## src/cluster_route_pkg.sv

```systemverilog
package cluster_route_pkg;

	typedef logic [15:0] word_t; // one table word
	typedef logic [9:0] addr_t; // word address
	typedef logic [7:0] idx_t; // neighbor or sink index
	typedef logic [15:0] q_t; // unsigned 11.5
	typedef logic [15:0] batt_t; // 1.15
	typedef logic [15:0] hcm_t; // 3.13

	localparam int table_depth = 1024; // words in the node table

	// each array below holds up to 64 entries
	localparam addr_t known_sinks_base = 10'h000; // sink ids
	localparam addr_t neighbor_id_base = 10'h040; // neighbor ids
	localparam addr_t cluster_id_base = 10'h080; // neighbor cluster ids
	localparam addr_t battery_base = 10'h0C0; // neighbor battery levels
	localparam addr_t q_value_base = 10'h100; // neighbor q-values
	localparam addr_t hcm_base = 10'h140; // hcm table, up to 16 words
	localparam addr_t better_list_base = 10'h180; // output list
	localparam addr_t known_sink_count_addr = 10'h1C0;
	localparam addr_t neighbor_count_addr = 10'h1C1;
	localparam addr_t better_count_addr = 10'h1C2;

	localparam batt_t battery_threshold = 16'h0148; // about 0.01
	localparam idx_t no_hop_idx = 8'd65; // none found
	localparam q_t best_value_init = 16'hFFFE;
	localparam word_t no_neighbor_id = 16'h0FFE;

	typedef enum logic [3:0] {
		idle,
		wait_start,
		read_sink_count,
		read_neighbor_count,
		check_cluster,
		check_battery,
		check_q,
		scale_wait,
		read_id,
		match_sink,
		read_best_id,
		write_count,
		finish
	} scan_state_t;

endpackage

```

## src/scan_index_counter.sv

```systemverilog
`timescale 1ns/1ps

module scan_index_counter import cluster_route_pkg::*; (
	input logic clock,
	input logic nrst,
	input logic load_counts,
	input word_t count_word,
	input logic clear_i,
	input logic step_i,
	input logic clear_j,
	input logic step_j,
	output idx_t nbr_idx,
	output idx_t sink_idx,
	output logic last_nbr,
	output logic last_sink
);

	idx_t nbr_count; // neighbors in table
	idx_t sink_count; // known sinks in table
	logic sink_loaded; // first load done, next one is the neighbor count

	always_ff @(posedge clock) begin
		if (!nrst) begin
			nbr_idx <= '0;
			sink_idx <= '0;
			nbr_count <= '0;
			sink_count <= '0;
			sink_loaded <= 1'b0;
		end else begin
			if (clear_i) begin
				nbr_idx <= '0;
				sink_loaded <= 1'b0; // next load is the sink count
			end else if (step_i) begin
				nbr_idx <= nbr_idx + 8'd1;
			end
			if (clear_j) begin
				sink_idx <= '0;
			end else if (step_j) begin
				sink_idx <= sink_idx + 8'd1;
			end
			if (load_counts) begin
				if (!sink_loaded) sink_count <= count_word[7:0];
				else nbr_count <= count_word[7:0];
				sink_loaded <= ~sink_loaded;
			end
		end
	end

	// 9 bit compare so that a zero count reads as last
	assign last_nbr = ({1'b0, nbr_idx} + 9'd1) >= {1'b0, nbr_count};
	assign last_sink = ({1'b0, sink_idx} + 9'd1) >= {1'b0, sink_count};

endmodule

```

## config.mk

```make
export PLATFORM = sky130hd
export DESIGN_NAME = scan_index_counter
export DESIGN_NICKNAME = d
export VERILOG_FILES = /design/src/cluster_route_pkg.sv /design/src/scan_index_counter.sv
export SDC_FILE = /design/constraint.sdc
export NUM_CORES = 1
export LEC_CHECK = 0
export ABC_AREA = 1
export BUFFER_PORTS_ARGS = -buffer_cell sky130_fd_sc_hd__buf_2
export CORE_MARGIN = 2
export CORE_UTILIZATION = 30
export CTS_CLUSTER_DIAMETER = 80
export CTS_CLUSTER_SIZE = 40
export DETAILED_ROUTE_END_ITERATION = 6
export HOLD_SLACK_MARGIN = 0.08
export SYNTH_ARGS = -nofsm -noshare
export SYNTH_HDL_FRONTEND = slang
export SYNTH_SLANG_ARGS = --single-unit
```

## constraint.sdc

```tcl
create_clock -name clock -period 4.26 [get_ports clock]
set_input_delay 0.426 -clock clock [delete_from_list [all_inputs] [get_ports clock]]
set_output_delay 0.426 -clock clock [all_outputs]
set_load 0.005 [all_outputs]
```

==> results of run 1 <==
-- layer usage --
metal	up-vias	part of all wire	wire length (um)
met5	-	0	0
met4	0	0.013	48
met3	7	0.049	184
met2	29	0.46	1710
met1	700	0.48	1810
li1	874	-	-
-- cell usage after synthesis, drive strengths merged --
master and count:
a21oi 33, a31oi 2, buf 3, clkbuf 1, dfxtp 33, ha 18
inv 52, nand2 48, nand3 7, nor2 19, o21ai 28, or2 1
xnor2 2, xor2 8
-- report_power, final --
group	internal [mW]	switching [mW]	total (mW)
Clock	0.107	0.111	0.219
Sequential	0.324	0.0101	0.335
Combinational	0.0427	0.0616	0.104
Total	0.475	0.183	0.658
-- sequential cells by signal, indices dropped and copies added, names as in the netlist --
register and flops:
nbr_idx 8, sink_idx 8, sink_loaded 1, nbr_count 8
sink_count 8
-- path summary, 6_finish.rpt --
| path | cells after the start | end | start |
|---|---|---|---|
| worst max-delay path | 13 | last_sink | sink_idx[0] |
| worst max register to register | 7 | nbr_idx[6] | nbr_idx[0] |
| worst min register to register | 2 | nbr_count[7] | nbr_count[7] |
| worst min-delay path | 3 | sink_count[0] | count_word[0] |
-- cell type report --
class	instances	area [sq um]
inverters	52	195
clock inverters	1	5.00
fillers	656	3770
flip-flops and latches	33	661
multi-input cells	166	971
clock buffers	5	68.8
repair buffers	32	160
well taps	75	93.8
-- critical path, stage by stage, from the launching register on --
cell	delay, ps
dfxtp_1	450
ha_1	250
nand3_2	110
nor2_2	140
xor2_1	200
inv_1	60
ha_1	290
nand2_1	70
inv_1	30
nand2_1	50
nand2_1	50
nand2_1	50
nand2_1	50
buf_2	120
-- stage by stage --
step           hold slack (ps)   util  std cells  setup slack, ps  instance area [sq um]
6_report                   406  0.364        364             1640                   2150
3_5_place_dp               452  0.351        358             1940                   2080
5_1_grt                    432  0.364        364             1380                   2150
4_1_cts                    399  0.364        364             1610                   2150
3_3_place_gp               451  0.351        358             1960                   2080
2_1_floorplan              435      -        255             2190                   1850
-- cells by family (layout without fill, tap and decap cells) --
group | Yosys count | count (layout) | synth area share
AND/OR/NAND/NOR | 75 | 75 | 0.184
adder cells (fa/ha/maj) | 18 | 18 | 0.122
flip-flops | 33 | 33 | 0.358
AO/OA/AOI/OAI | 63 | 63 | 0.172
XOR/XNOR | 10 | 10 | 0.0475
buffers and inverters | 56 | 90 | 0.116
==> metrics.txt, run 1 <==
largest net degree at the start of global routing=18; CP required=~3800 ps; core area=5920 sq um; DRC=0; maximum buffer depth of the clock tree=2; register area share after synthesis=0.358; total gr overflow=0; postcts setup bufs=0; peak supply drop=143 uV; setup TNS=0 ps; Slew HR=0.731; period utilization=0.616; arrival time worst endpoint=2200 ps; met2 Use GR=0.202; f_max=approximately 380 MHz; busiest grt layer=met2; Wirelength per Cell=10.3 um; Power Density=between 300 and 400 nW/um^2; Die Y=just over 80 um; initial antenna violation count=0; flop-to-flop setup slack=about 2900 ps; Worst Setup Start Kind=flip-flop; Post-Route WL=3750 um; # diodes=0; Post-Synthesis Cells=~260; H-Tree Depth=2; Pre-antenna DRT Iters=4; worst skew pair latency=280 ps; Rows=28; Reg clk slew, reported paths=roughly 70 ps; Via density=around 4.4; via count=between 1500 and 2000; commonest non-fill, non-tap cells in the layout=inv_1 (50), nand2_1 (48), a21oi_1 (33), dfxtp_1 (33), buf_2 (32); Port Buf Inserts=32; RSZ-0062 raised after global routing=false; PnR Total Power=about 660 uW; io pins=41; HP Class=in2reg; endpoint type of the worst setup path=output port; Final Critical Period=roughly 2600 ps; # setup viols final=0; post-route ant nets=0; run status=completed; met1 usage=0.150; Pleak=1.09 nW; final hold violation count=0; die span in x=82.4 um; GRT Util Overall=0.122; slew of the pin with the lowest slew margin=402 ps; initial drt markers=33; post-synthesis net count=about 300; Max-Cap Viols=0; Slew Limit Fails=0; CTS resizes=0; CTS tree=built; Area Growth Syn to Fin=16.7%; clock sink count=33; Post-CTS Hold Fix Bufs=0; first-pass GRT wire length=6400 um; Final nets=331; CP Class=reg2out; commonest non-fill, non-tap cell in the layout=inv_1; layout cells sized above 1=0.173; Unique masters post-synth=19; syn_area_per_cell=about 7.2 sq um; largest area contributor in the netlist=dfxtp_1; Root Buffer=clkbuf_8; Starting Density=0.312; largest cells by area after synthesis=dfxtp_1 (36%), ha_1 (12%), inv_1 (10%), nand2_1 (9.8%), a21oi_1 (8.9%); Mapped Area=~1800 sq um; vias in the first global route=around 1500; met3 global-route usage=0.0337; CTS buffer count=5; #FFs+latches synth=33; full die area=6790 sq um; Layout Skew=3.73 ps; dpl hpwl=2930 um; crit-path max FO=5; Ys Warns=0; post-synth top area share=0.358; RePlAce Congestion=0.768
(Power assumes the default switching activity.)
==> run 2, diff against run 1 <==
Settings changed: ABC_AREA 1 to 0.
Clock period 4.26 ns to 2.7 ns, I/O delays scaled along.
==> run 2 against run 1 <==
  * Wire length is 4.5% higher
  * Synthesized area is 1.3% higher
  * Sequential share of layout area is 0.87 points lower
  * Combinational power hardly changed
  * Clock-buffer cell count is 2 higher
  * Critical path depth is 3 lower
  * Sequential power is 52% higher
  * Via count is 0.56% lower
  * Worst setup slack worse by 1500 ps
  * Global-route usage is 0.56 points lower
  * Register-to-register slack worse by 1500 ps
  * Critical endpoint is now last_nbr
==> metrics.txt, run 2 <==
Power Density=approximately 440 nW/um^2; layout cells sized above 1=0.220; final core occ=0.380; post-route ant nets=0; CTS buffer count=5; FFs w/ async S/R, synth=0; Layout Skew=between 4 and 5 ps; Root Buffer=clkbuf_8; final hold violation count=0; arrival time worst endpoint=2310 ps; largest net degree at the start of global routing=20; CP Class=reg2out; core area=5960 sq um; Post-CTS Hold Fix Bufs=0; FF-to-FF path depth=6; CP required=2430 ps; GRT Util Overall=0.116; # diodes=0; # setup viols final=0; Hold Slack=267 ps; met3 global-route usage=0.0358; Pleak=0.980 nW; H-Tree Depth=2; endpoint type of the worst setup path=output port; Slew HR=0.672; Mapped Area=1870 sq um; Via density=4.72; met2 Use GR=0.195; DRC=0; fill cell count=644; syn_area_per_cell=8.13 sq um; number of synthesized flops with an enable pin=0; Worst Setup SP=nbr_idx[1]; initial drt markers=41; busiest grt layer=met2; total gr overflow=0; Reg clk slew, reported paths=around 60 ps; largest area contributor in the netlist=dfxtp_1; first-pass GRT wire length=6630 um; die span in x=82.9 um; top cells by count, synth=nand2_1 (35), dfxtp_1 (33), nor2_1 (24); Pre-antenna DRT Iters=4; Starting Density=0.314; Final Critical Period=about 2600 ps; crit-path max FO=5; Final nets=roughly 310; full die area=6880 sq um; post-synthesis net count=271; vias in the first global route=between 1500 and 2000; Ys Warns=0; commonest non-fill, non-tap cell in the layout=nand2_1; Slew Limit Fails=0; period utilization=0.955; post-synth top area share=0.353; Worst R2R Start=nbr_idx[1]; met1 usage=0.140; via count=1601; f_max=388 MHz; worst skew pair latency=280 ps; cell with the most instances after synthesis=nand2_1; slew of the pin with the lowest slew margin=490 ps; io pins=41; CTS tree=built; RePlAce Congestion=between 0.7 and 0.8; HP Class=in2reg; peak supply drop=195 uV; Worst Setup Start Kind=flip-flop; clock sink count=33; Post-Synthesis Cells=230; post-placement setup slack=225 ps; Max-Cap Viols=0; register area share after synthesis=0.353; #FFs+latches synth=33; Worst Slack Setup Final=121 ps; Unique masters post-synth=26; dpl hpwl=2890 um; hold depth=3; maximum buffer depth of the clock tree=2; largest cells by area after synthesis=dfxtp_1 (35%), ha_1 (12%), xor2_1 (7.5%), nand2_1 (7.0%), a21boi_0 (6.4%); prevailing post-synth register cell=dfxtp_1; Die Y=82.9 um; initial antenna violation count=0; HP Start=count_word[2]; Rows=28; Port Buf Inserts=32; Area Growth Syn to Fin=21.1%; run status=completed; Post-Route WL=just under 4000 um; Wirelength per Cell=11.6 um; commonest non-fill, non-tap cells in the layout=nand2_1 (35), buf_2 (32), dfxtp_1 (28), nor2_1 (23)
[run 2: worst max-delay path, cell delays in order (launching register included)]
cell and delay [ps]:
dfxtp_4 380, ha_4 150, and3_1 180, nand3_1 100, xnor2_1 150, ha_1 330
a21oi_1 150, nand2_1 90, a221oi_2 250, o31ai_1 110, buf_2 140
[run 2: kinds of logic (layout without fill, tap and decap cells)]
group / after synthesis / in the layout / synth area share
compound gates: 33 / 33 / 0.116
fa+ha+maj: 18 / 18 / 0.120
simple gates: 95 / 95 / 0.234
flops: 33 / 33 / 0.353
mux: 2 / 2 / 0.0107
buf+inv: 26 / 60 / 0.0582
xor+xnor: 23 / 23 / 0.108
[run 2: stage by stage]
step                      cell area, sq um  cells  power [mW]  TNS [ps]
final                                 2260    339       0.989         0
after global routing                  2260    339        1.04     -5.69
after CTS                             2190    336        1.00         0
after detailed placement              2100    329       0.623         0
after global placement                2100    329       0.621         0
after floorplan                       1870    230       0.585         0
[run 2: routing by layer]
| layer | up-vias | wire [um] |
|---|---|---|
| li1 | 837 | - |
| met1 | 731 | 1850 |
| met2 | 28 | 1880 |
| met3 | 5 | 146 |
| met4 | 0 | 40 |
| met5 | - | 0 |
[run 2: path summary, 6_finish.rpt]
| check | to | slack (ps) |
|---|---|---|
| worst min-delay path | sink_count[2] | 270 |
| worst min register to register | nbr_count[5] | 470 |
| worst max register to register | nbr_idx[6] | 1400 |
| worst max-delay path | last_nbr | 120 |
[run 2: what timing repair did]
action / 4_1_cts / 5_1_grt
setup endpoints to repair: 2 / 2
resized for setup: 5 / 11
setup buffers: 0 / 3
pin swaps: 0 / 1
[run 2: cell type report]
cell class | count | area, sq um | share of cell area
timing repair buffer | 39 | 213 | 0.0940
inverter | 14 | 52.6 | 0.0232
clock buffer | 7 | 86.3 | 0.0381
sequential | 33 | 674 | 0.298
multi-input combinational | 171 | 1140 | 0.505
tap | 75 | 93.8 | 0.0415
[run 2: where the power goes]
group / switching [mW] / leakage [nW] / total (mW) / internal, mW
Sequential: 0.0110 / 0.271 / 0.510 / 0.499
Combinational: 0.0568 / 0.664 / 0.105 / 0.0478
Clock: 0.172 / 0.0443 / 0.375 / 0.202
==> run 3, diff against run 2 <==
Settings changed: CORE_UTILIZATION 30 to 54, PLACE_DENSITY set to 0.79.
==> run 3 against run 2 <==
  * Combinational power about the same
  * Wire length down 4.0%
  * Fmax grew 0.83%
  * Critical endpoint unchanged
  * Largest power group unchanged
==> metrics.txt, run 3 (synthesis gave the netlist of run 2 again) <==
run status=completed; Wirelength per Cell=about 12 um; fill cell count=about 290; Final nets=305; final non-filler cell total=approximately 310; Power Density=422 nW/um^2; flop-to-flop setup slack=1410 ps; worst hold endpoint=sink_count[1]; Post-CTS Hold Fix Bufs=0; commonest non-fill, non-tap cell in the layout=nand2_1; NetSw=~240 uW; Comb power frac=0.110; initial antenna violation count=0; PnR Total Power=936 uW; Starting Density=0.560; layout cells sized above 1=0.238; register share of total power=0.545; Slew HR=0.625; Worst Setup Start Kind=flip-flop; period utilization=0.947; Worst R2R Start=sink_loaded; CTS buffer count=5; crit-path max FO=3; hold depth=3; commonest non-fill, non-tap cells in the layout=nand2_1 (35), buf_2 (32), dfxtp_1 (27), nor2_1 (24); DRC=0; f_max=just under 400 MHz; largest net degree at the start of global routing=20; FF-to-FF End=sink_count[7]; CP required=2430 ps; post-route ant nets=0; dpl hpwl=2640 um; Reg clk slew, reported paths=100 ps; via count=between 1500 and 2000; CTS tree=built; vias in the first global route=about 1600; placed cell count=300; clock share of power=0.345; Root Buffer=clkbuf_4; slew of the pin with the lowest slew margin=562 ps; Layout Skew=6.04 ps; HP Start=count_word[1]; Via density=approximately 5.1; Rows=21; Worst Slack Setup Final=142 ps; HP Class=in2reg; core area=3340 sq um; peak supply drop=roughly 370 uV; final hold violation count=0; Pleak=0.974 nW; worst skew pair latency=340 ps; Die Y=around 63 um; io pins=between 40 and 50; initial drt markers=between 60 and 70; post-placement setup slack=283 ps; Int Power=roughly 700 uW; # setup viols final=0; Post-Route WL=3760 um; RePlAce Congestion=0.777; Final Critical Period=~2600 ps; H-Tree Depth=2; Pre-antenna DRT Iters=5; maximum buffer depth of the clock tree=2; GRT Util Overall=0.210; clock sink count=33; first-pass GRT wire length=6690 um; die span in x=62.8 um; # diodes=0; Max-Cap Viols=0; Area Growth Syn to Fin=18.8%; arrival time worst endpoint=2290 ps; full die area=just under 4000 sq um; endpoint type of the worst setup path=output port; CP Class=reg2out; Sw Share=0.255; Slew Limit Fails=0; Port Buf Inserts=32; total gr overflow=0; FF-to-FF path depth=3
-- run 3: cell count changes in the layout (fill, tap and decap cells not counted), sizes merged --
cell / delta
clkinv: +1
-- run 3: routing by layer --
layer,global-route usage,wire length (um),up-vias
li1,-,-,836
met1,0.246,1760,725
met2,0.358,1760,32
met3,0.0631,168,8
met4,0.0806,72,0
met5,0,0,-
-- run 3: worst max path at each step --
stage                from  endpoint  slack [ps]
3_3_place_gp   nbr_idx[0]  last_nbr         290
4_1_cts        nbr_idx[0]  last_nbr           8
6_report       nbr_idx[0]  last_nbr         140
3_5_place_dp   nbr_idx[0]  last_nbr         280
2_1_floorplan  nbr_idx[0]  last_nbr         440
5_1_grt        nbr_idx[0]  last_nbr        -0.8
-- run 3: worst max-delay path, cell delays in order (launching register included) --
cell and delay (ps):
dfxtp_4 370, ha_4 140, and3_4 180, nand3_1 90, xnor2_1 160, ha_1 340, a21oi_2 130, nand2_1 70
a221oi_2 230, o31ai_1 100, buf_2 130
-- run 3: through the flow --
step | instance area (sq um) | utilization | hold slack, ps | setup TNS [ps]
floorplan | 1870 | - | 407 | 0
global placement | 2060 | 0.618 | 451 | 0
detailed placement | 2060 | 0.618 | 461 | 0
CTS | 2160 | 0.648 | 173 | 0
global route | 2220 | 0.666 | 173 | -0.755
finish | 2220 | 0.666 | 186 | 0
-- run 3: layout make-up --
class,instances,area (sq um),share of cell area
tap,46,57.6,0.0259
clock buffer,7,65.1,0.0293
clock inverter,1,5.00,0.00225
multi-input combinational,171,1150,0.520
inverter,14,52.6,0.0237
sequential,33,673,0.303
timing repair buffer,39,213,0.0958
-- run 3: power groups by stage --
stage	Clock, mW	Combinational, mW	Sequential, mW
final	0.323	0.103	0.510
after global routing	0.358	0.120	0.512
after CTS	0.334	0.101	0.510
after detailed placement	0	0.0974	0.523
after global placement	0	0.0962	0.522
after floorplan	0	0.0660	0.519
-- run 3: repair_timing --
action,in CTS,in global routing
pin swaps,0,6
resized for setup,7,11
buffers inserted,2,1
setup endpoints to repair,2,2
cloned,0,0
