$ cat config.mk
export PLATFORM = sky130hd
export DESIGN_NAME = hop_cost_scaler
export DESIGN_NICKNAME = d
export VERILOG_FILES = /design/src/cluster_route_pkg.sv /design/src/hop_cost_scaler.sv
export SDC_FILE = /design/constraint.sdc
export NUM_CORES = 1
export LEC_CHECK = 0
export BUFFER_PORTS_ARGS = -buffer_cell sky130_fd_sc_hd__clkbuf_2
export CORE_MARGIN = 2
export CORE_UTILIZATION = 55
export CTS_CLUSTER_SIZE = 14
export DETAILED_ROUTE_END_ITERATION = 12
export GPL_TIMING_DRIVEN = 0
export PLACE_DENSITY = 0.84
export SLEW_MARGIN = 20
export SYNTH_ARGS = -nofsm -noshare
export SYNTH_HDL_FRONTEND = slang
export SYNTH_SLANG_ARGS = --single-unit
$ cat constraint.sdc
create_clock -name clock -period 6.8 [get_ports clock]
set_clock_uncertainty 0.2 [all_clocks]
set_input_delay 0.34 -clock clock [delete_from_list [all_inputs] [get_ports clock]]
set_output_delay 0.34 -clock clock [all_outputs]
set_load 0.01 [all_outputs]
$ cat src/cluster_route_pkg.sv
package cluster_route_pkg;

	typedef logic [15:0] word_t; // one table word
	typedef logic [9:0] addr_t; // word address
	typedef logic [7:0] idx_t; // neighbor or sink index
	typedef logic [15:0] q_t; // unsigned 11.5
	typedef logic [15:0] batt_t; // 1.15
	typedef logic [15:0] hcm_t; // 3.13

	localparam int table_depth = 1024; // words in the node table

	// each array below holds up to 64 entries
	localparam addr_t known_sinks_base = 10'h000; // sink ids
	localparam addr_t neighbor_id_base = 10'h040; // neighbor ids
	localparam addr_t cluster_id_base = 10'h080; // neighbor cluster ids
	localparam addr_t battery_base = 10'h0C0; // neighbor battery levels
	localparam addr_t q_value_base = 10'h100; // neighbor q-values
	localparam addr_t hcm_base = 10'h140; // hcm table, up to 16 words
	localparam addr_t better_list_base = 10'h180; // output list
	localparam addr_t known_sink_count_addr = 10'h1C0;
	localparam addr_t neighbor_count_addr = 10'h1C1;
	localparam addr_t better_count_addr = 10'h1C2;

	localparam batt_t battery_threshold = 16'h0148; // about 0.01
	localparam idx_t no_hop_idx = 8'd65; // none found
	localparam q_t best_value_init = 16'hFFFE;
	localparam word_t no_neighbor_id = 16'h0FFE;

	typedef enum logic [3:0] {
		idle,
		wait_start,
		read_sink_count,
		read_neighbor_count,
		check_cluster,
		check_battery,
		check_q,
		scale_wait,
		read_id,
		match_sink,
		read_best_id,
		write_count,
		finish
	} scan_state_t;

endpackage

$ cat src/hop_cost_scaler.sv
`timescale 1ns/1ps

module hop_cost_scaler import cluster_route_pkg::*; #(
	parameter int hcm_length = 11
) (
	input logic clock,
	input logic nrst,
	input logic clear,
	input logic scale_go,
	input idx_t nbr_idx,
	input batt_t batt_word,
	input q_t q_word,
	input hcm_t hcm_word,
	output logic hcm_req,
	output idx_t hcm_sel,
	output logic scale_done,
	output idx_t best_hop,
	output q_t best_value
);

	localparam logic [3:0] hcm_max = 4'(hcm_length - 1); // last hcm index

	logic [1:0] phase; // 0 idle, 1 ceil, 2 fetch and multiply, 3 compare
	logic [19:0] batt_prod; // 5.15
	q_t q_hold;
	idx_t idx_hold; // neighbor under evaluation
	q_t scaled_q; // q times hcm, back in 11.5
	logic [31:0] q_prod; // 14.18
	logic [5:0] ceil_idx;

	// ceiling of the integer part, one step up on any fraction
	assign ceil_idx = {1'b0, batt_prod[19:15]} + {5'd0, |batt_prod[14:0]};
	assign q_prod = {16'd0, q_hold} * {16'd0, hcm_word};
	assign hcm_req = (phase == 2'd2); // hcm word valid this cycle

	always_ff @(posedge clock) begin
		if (!nrst || clear) begin
			phase <= 2'd0;
			scale_done <= 1'b0;
			best_hop <= no_hop_idx;
			best_value <= best_value_init;
		end else begin
			scale_done <= 1'b0; // single cycle pulse
			case (phase)
				2'd0: if (scale_go) begin
					batt_prod <= {4'd0, batt_word} * {16'd0, hcm_max}; // 4.0 x 1.15
					q_hold <= q_word;
					idx_hold <= nbr_idx;
					phase <= 2'd1;
				end
				2'd1: begin
					// clamp to the top of the table
					if (ceil_idx > {2'b00, hcm_max}) hcm_sel <= {4'd0, hcm_max};
					else hcm_sel <= {2'b00, ceil_idx};
					phase <= 2'd2;
				end
				2'd2: begin
					scaled_q <= q_prod[28:13]; // truncate to 11.5
					phase <= 2'd3;
				end
				default: begin
					if (scaled_q < best_value) begin // strict, first of ties stays
						best_value <= scaled_q;
						best_hop <= idx_hold;
					end
					scale_done <= 1'b1;
					phase <= 2'd0;
				end
			endcase
		end
	end

endmodule

==> results of run 1 <==
-- final cells by class --
| cell class | count | area [um^2] |
|---|---|---|
| multi-input combinational | 830 | 8410 |
| fill | 1708 | 8160 |
| sequential | 92 | 2490 |
| inverter | 260 | 976 |
| timing repair buffer | 118 | 736 |
| tap | 280 | 350 |
| clock buffer | 11 | 264 |
| buffer | 41 | 188 |
| clock inverter | 5 | 48.8 |
-- cell usage in the layout, fill, tap and decap left out, drive strengths merged, types with 7 or more instances in the layout --
cell type | Yosys | layout
dlygate4sd3 | 0 | 26
nor2 | 28 | 28
ha | 133 | 133
and2 | 130 | 130
a21o | 17 | 17
nor3 | 8 | 8
o211ai | 19 | 19
fa | 192 | 192
o21ai | 13 | 13
xnor2 | 26 | 26
dfxtp | 27 | 27
nand2 | 152 | 152
edfxtp | 65 | 65
a21oi | 29 | 29
clkbuf | 35 | 135
inv | 260 | 264
nand3 | 7 | 7
buf | 6 | 9
mux2i | 11 | 11
-- state kept, by name, summed over array words and instances, names as in the netlist --
name	count
batt_prod	19
best_value	16
q_hold	16
scaled_q	16
best_hop	8
idx_hold	8
hcm_sel	6
phase	2
scale_done	1
-- Yosys cell counts (2+ instances only) --
cell	instances
o21a_1	4
nor3b_1	2
nand3_1	7
a21oi_2	2
o21ai_0	12
nand2b_1	6
nor3_1	8
nor2_1	28
nor4_1	6
a21o_2	2
dfxtp_1	27
o21bai_1	5
or2_2	3
mux2i_1	11
a31oi_1	2
nand4_1	6
clkbuf_1	35
a221oi_1	2
inv_1	260
xnor2_1	26
buf_2	3
fa_1	192
and3_1	4
nand2_1	152
buf_4	3
o211ai_1	19
and2_1	130
edfxtp_1	65
nor2b_1	4
a21oi_1	27
xor2_1	6
a21o_1	15
ha_1	133
-- metrics by stage --
stage	setup WS, ns	hold WS, ns
2_1_floorplan	0.769	0.238
3_3_place_gp	-0.149	0.254
3_5_place_dp	-0.249	0.258
4_1_cts	0.0426	0.0540
5_1_grt	0.000107	0.0805
6_report	0.173	0.0670
-- cells by family after synthesis --
group                      Yosys count  synth area share, %
AOI/OAI and AO/OA                   99                 5.87
xor gates and xnor gates            32                 2.33
adders and majority gates          325                 45.8
buffers and inverters              301                 9.52
DFF                                 92                 20.7
muxes                               11                0.915
other                                1               0.0312
and+or+nand+nor                    359                 14.9
-- per-layer routing --
layer  vias to the layer above  wire length (um)
met3                        76              1610
met1                      4388              9980
li1                       4043                 -
met5                         -                 0
met4                         0              1100
met2                       338             13400
-- worst min-delay path: stages --
cell      delay (ns)
clkbuf_2        0.10
nor2_1          0.08
a21oi_1         0.06
-- power breakdown --
group | total, mW | internal, mW | switching, mW
Clock | 0.518 | 0.288 | 0.231
Sequential | 0.798 | 0.787 | 0.0110
Combinational | 3.22 | 1.45 | 1.78
-- final timing paths --
| path | cells after the start | endpoint | startpoint | slack (ns) |
|---|---|---|---|---|
| min | 3 | phase[0] | scale_go | 0.07 |
| max reg2reg | 20 | scaled_q[15] | q_hold[13] | 0.17 |
| min reg2reg | 2 | best_hop[6] | idx_hold[6] | 0.27 |
| max | 20 | scaled_q[15] | q_hold[13] | 0.17 |
-- timing repair --
item                       CTS  global route
hold endpoints to repair    26             0
hold buffers                26             0
setup endpoints to repair    8             9
gates resized for setup      4            20
==> summary.md, run 1 <==
| Metric | Value |
|---|---|
| Area Overhead vs Synth | `11.9%` |
| MaxCap Viol Count | `0` |
| Slew @ Worst Pin | `0.713 ns` |
| GP Congestion | `0.925` |
| Most used cell, CP | `fa_1` |
| M2 GR Usage | `43.1%` |
| Post-synth EDFFs | `65` |
| Peak VDD IR | `0.000351 V` |
| Clock slew seen by the registers of the worst setup and hold paths | `0.07 ns` |
| DRT Pass-1 Iters | `5` |
| Top Ports | `94` |
| Mapped Cells | `1220` |
| Req. time, crit path | `6.68 ns` |
| Core region area | `21600 um^2` |
| Die ar. | `23100 um^2` |
| Synth top area share | `31.9%` |
| Min cycle time layout | `6.63 ns` |
| WP data arrival | `6.50 ns` |
| Vias in the first global route | `9554` |
| Seq cells post-synth | `92` |
| Syn avg cell area | `9.86 um^2` |
| PwrDens | `337 nW/um^2` |
| Final ANT Viol Nets | `0` |
| GRT Max-Usage Layer | `met2` |
| CP delay by family, top | `adder cells` |
| Sum of negative setup slack | `0 ns` |
| Die Wd | `152 um` |
| Critical-path cell list | `clkbuf_1 -> nand2_1 -> fa_1 -> fa_1 -> fa_1 -> inv_1 -> fa_1 -> fa_1 -> inv_1 -> fa_1 -> inv_1 -> ha_1 -> a21o_1 -> a21o_1 -> a21o_1 -> or3_4 -> o2111ai_4 -> a31oi_4 -> mux2i_1 -> nand4_1` |
| DRC Markers | `0` |
| Initial antenna violation count | `0` |
| Startpoint types | `flop` |
| RSZ-0062 raised after global routing | `no` |
| Starting Density | `55.6%` |
| Mapped cell area | `12000 um^2` |
| Area after DPL | `12900 um^2` |
| DP HPWL | `21.3 mm` |
| Status | `completed` |
| Die Span Y | `152 um` |
| GR Util met3 | `3.14%` |
| Hold Path Class | `input port to flop` |
| Postcts setup bufs | `0` |
| Number of buffer and inverter stages on the critical path | `4` |
| Yosys warns | `0` |
| Setup CP Type | `flop to flop` |
| Fraction of layout cells with a size suffix above 1 | `10.3%` |
| # H-tree levels | `3` |
| Gr ovfl total | `0` |
| 1st-iter DRT viols | `563` |
| # setup viols final | `0` |
| Max transition margin | `52.4%` |
| Fmax | `151 MHz` |
| Post-placement cell count | `1595` |
| Via density per instance | `5.40` |
| Nets | `1737` |
| Clock tree buffer depth | `2` |
| Area contributors post-synth | `fa_1, edfxtp_1, ha_1` |
| Largest net degree at the start of global routing | `35` |
| Crit path capture type | `flop` |
| Diodes inserted | `0` |
| Final period util | `97.5%` |
| Grt met1 use | `30.3%` |
| CTS Sinks | `92` |
| First-pass GRT wire length | `45.7 mm` |
| Clk root buf | `clkbuf_16` |
| Routed WL per cell | `16.0 um` |
| CP max stage cell | `fa_1` |
| CTS tree | `built` |
| Total Power | `4.54 mW` |
| Cell taking the most area after synthesis | `fa_1` |
| Layout Utilization | `62.3%` |
| Async set-reset flop share out of synthesis | `0%` |
| I/O Buffers | `91` |
| P_leak | `6.65 nW` |
| Max Slew Vio Count | `0` |
| Synth cell types | `46` |
| Total wire length | `26.1 mm` |
| Max FO, Critical Path | `10` |
| Hold Vio Cnt, Final | `0` |
| CP max stage delay | `0.56 ns` |
| Top_reg_cell synth | `edfxtp_1` |
| Design Area, Final | `13500 um^2` |
| Std-Cell Rows | `54` |
| Seq/Total Area, Yosys | `20.7%` |
| Total GRT Usage | `24.5%` |
| Later-pin clock latency in the skew report | `0.36 ns` |
| Vias | `8845` |
| Final cell count without fillers | `1637` |
| Cts bufs inserted | `9` |
(Power assumes the default switching activity.)
==> run 2, diff against run 1 <==
Settings changed: ABC_AREA set to 1.
==> summary.md, run 2 <==
| Metric | Value |
|---|---|
| Most common cell after layout, fill and taps aside | `inv_1` |
| Max reg flops | `19 (unchanged)` |
| Synth top area share | `29.2% (-2.8 points)` |
| Mapped Cells | `1658 (+36%)` |
| Die Span Y | `159 um (+4.5%)` |
| Die ar. | `25200 um^2 (+9.2%)` |
| Area Overhead vs Synth | `10.4%` |
| Postcts setup bufs | `0 (unchanged)` |
| # setup viols final | `0 (unchanged)` |
| WP data arrival | `6.36 ns (-0.14 ns)` |
| Synth cell types | `37 (-20%)` |
| Layout fillers | `1979 (+16%)` |
| Top reg by flops | `batt_prod` |
| Core region area | `23500 um^2 (+8.6%)` |
| Top_reg_cell synth | `edfxtp_1` |
| Fmax | `155 MHz (+2.5%)` |
| CP max stage cell | `clkbuf_1` |
| Later-pin clock latency in the skew report | `0.35 ns (about the same)` |
| Top Ports | `94 (unchanged)` |
| CTS tree | `built` |
| First-pass GRT wire length | `53.7 mm (+18%)` |
| Initial antenna violation count | `0 (unchanged)` |
| Clock tree buffer depth | `2 (unchanged)` |
| Std-Cell Rows | `56 (+3.7%)` |
| Die Wd | `159 um (+4.5%)` |
| CTS Sinks | `92 (unchanged)` |
| Syn avg cell area | `7.95 um^2 (-19%)` |
| Clock slew seen by the registers of the worst setup and hold paths | `0.07 ns (about the same)` |
| Status | `completed` |
| Setup CP Type | `flop to flop` |
| Via density per instance | `5.16 (-4.6%)` |
| Top cells by count, synth | `inv_1, nand2_1, fa_1` |
| Most used cell, CP | `fa_1` |
| Hold Vio Cnt, Final | `0 (unchanged)` |
| Gr ovfl total | `0 (unchanged)` |
| Cts bufs inserted | `9 (unchanged)` |
| Nets | `2162 (+24%)` |
| # H-tree levels | `3 (unchanged)` |
| Hold Path Class | `input port to flop` |
| I/O Buffers | `78 (-14%)` |
| DRT Pass-1 Iters | `5 (unchanged)` |
| Most frequent cells in the layout | `inv_1, nand2_1, fa_1, ha_1, clkbuf_2` |
| Sum of negative setup slack | `0 ns (unchanged)` |
| Fraction of layout cells with a size suffix above 1 | `7.13% (-3.2 points)` |
| Most frequent cell after synthesis | `inv_1` |
| Seq cells post-synth | `92 (unchanged)` |
| Mapped cell area | `13200 um^2 (+9.5%)` |
| Max transition margin | `48.3% (-4.2 points)` |
| DP HPWL | `25.7 mm (+20%)` |
| GP Congestion | `0.980 (+5.9%)` |
| Critical-path cell list | `clkbuf_1 -> clkbuf_1 -> nand2_1 -> fa_1 -> fa_1 -> fa_1 -> inv_1 -> fa_1 -> fa_1 -> inv_1 -> fa_1 -> inv_1 -> ha_1 -> a21oi_1 -> nand2_1 -> a21o_1 -> a21oi_1 -> nand2_1 -> nand2_1 -> nand2_1` |
| Final period util | `95.1% (-2.3 points)` |
| Final ANT Viol Nets | `0 (unchanged)` |
| Startpoint types | `flop` |
| Post-synth EDFFs | `65 (unchanged)` |
| Crit path capture type | `flop` |
| RSZ-0062 raised after global routing | `no` |
| Largest net degree at the start of global routing | `30 (-14%)` |
| DP Worst Slack | `0.289 ns (+0.537 ns)` |
| Register area | `2490 um^2 (unchanged)` |
| Vias | `10800 (+22%)` |
| Req. time, crit path | `6.69 ns (about the same)` |
| P_leak | `8.35 nW (+25%)` |
| Area of the multi-input gates | `8680 um^2 (+3.2%)` |
| Clk root buf | `clkbuf_16` |
| Starting Density | `56.1% (+0.48 points)` |
| Max FO, Critical Path | `10 (unchanged)` |
| Routed WL per cell | `14.9 um (-6.5%)` |
| PwrDens | `386 nW/um^2 (+14%)` |
| Peak VDD IR | `0.000405 V (+16%)` |
| Area contributors post-synth | `fa_1, edfxtp_1, inv_1` |
| Total GRT Usage | `26.5% (+2.0 points)` |
| DRC Markers | `0 (unchanged)` |
| Diodes inserted | `0 (unchanged)` |
| 1st-iter DRT viols | `861 (+53%)` |
| Slew @ Worst Pin | `0.775 ns (+0.0619 ns)` |
| Layout Utilization | `62.0% (-0.29 points)` |
| CP max stage delay | `0.56 ns (about the same)` |
| Max Slew Vio Count | `0 (unchanged)` |
| Total wire length | `31.4 mm (+20%)` |
| MaxCap Viol Count | `0 (unchanged)` |
| PnR worst setup slack | `0.333 ns (+0.160 ns)` |
| Min cycle time layout | `6.47 ns (-0.160 ns)` |
| Cell taking the most area after synthesis | `fa_1` |
| Yosys warns | `0 (unchanged)` |
| Vias in the first global route | `11300 (+18%)` |
| Async set-reset flop share out of synthesis | `0% (unchanged)` |
| Seq/Total Area, Yosys | `18.9% (-1.8 points)` |
run 2: changes by cell type in the layout (fill, tap and decap cells not counted), moves of 10 or more:
cell	before	now
nand2_1	152	430
inv_1	260	458
and2_1	130	0
nand3_1	7	48
nor2_1	28	57
clkbuf_1	25	53
nand4_1	6	33
a21oi_1	26	50
o211ai_1	19	0
xnor2_1	26	9
a21o_1	15	3
mux2i_1	11	0
o21ai_0	12	22
run 2: repair_timing:
| action | 4_1_cts | 5_1_grt |
|---|---|---|
| resized for setup | 0 | 16 |
| hold buffers | 26 | 0 |
| endpoints found under the setup margin | 0 | 6 |
| hold endpoints to repair | 26 | 0 |
run 2: critical path, delay by kind of cell (launching register included):
family | cells | cell delay (ns)
fa+ha+maj | 7 | 3.41
buf+inv | 5 | 1.02
compound gates | 3 | 0.72
simple gates | 5 | 0.50
flops | 1 | 0.33
run 2: layer usage:
layer	global-route usage [%]	routed length (um)
met5	0	0
met4	9.63	1020
met3	4.68	2820
met2	45.7	15600
met1	33.5	11900
run 2: worst paths after layout:
| kind | slack [ns] | endpoint | cells past startpoint | startpoint |
|---|---|---|---|---|
| max reg2reg | 0.33 | scaled_q[13] | 20 | q_hold[11] |
| max | 0.33 | scaled_q[13] | 20 | q_hold[11] |
| min | 0.11 | phase[1] | 3 | scale_go |
| min reg2reg | 0.27 | best_hop[6] | 2 | best_hop[6] |
run 2: cells by family after synthesis:
family                   Yosys count  share of synthesized area, %
AO/OA/AOI/OAI                     90                          3.75
AND/OR/NAND/NOR                  594                          18.5
flip-flops                        92                          18.9
adder cells (fa/ha/maj)          325                          41.8
XOR/XNOR                          24                          1.60
other                              1                        0.0285
buffers and inverters            532                          15.4
run 2: layout make-up:
cell class,instances,area share [%]
buffer,71,2.10
clock buffer,10,1.57
clock inverter,6,0.318
inverter,461,11.9
multi-input combinational,1037,59.6
sequential,92,17.1
tap,319,2.74
timing repair buffer,105,4.61
run 2: power by group:
group | internal (mW) | leakage, nW | switching (mW)
Combinational | 1.58 | 7.40 | 2.75
Clock | 0.252 | 0.138 | 0.228
Sequential | 0.791 | 0.810 | 0.0116
run 2: through the flow:
step / instances / total power, mW / instance area [um^2] / hold slack, ns
final: 2101 / 5.61 / 14600 / 0.108
after detailed placement: 2059 / 5.02 / 14000 / 0.257
after global routing: 2101 / 6.28 / 14600 / 0.140
after floorplan: 1661 / 4.03 / 13200 / 0.239
after CTS: 2101 / 5.57 / 14500 / 0.103
after global placement: 2058 / 4.95 / 14000 / 0.243
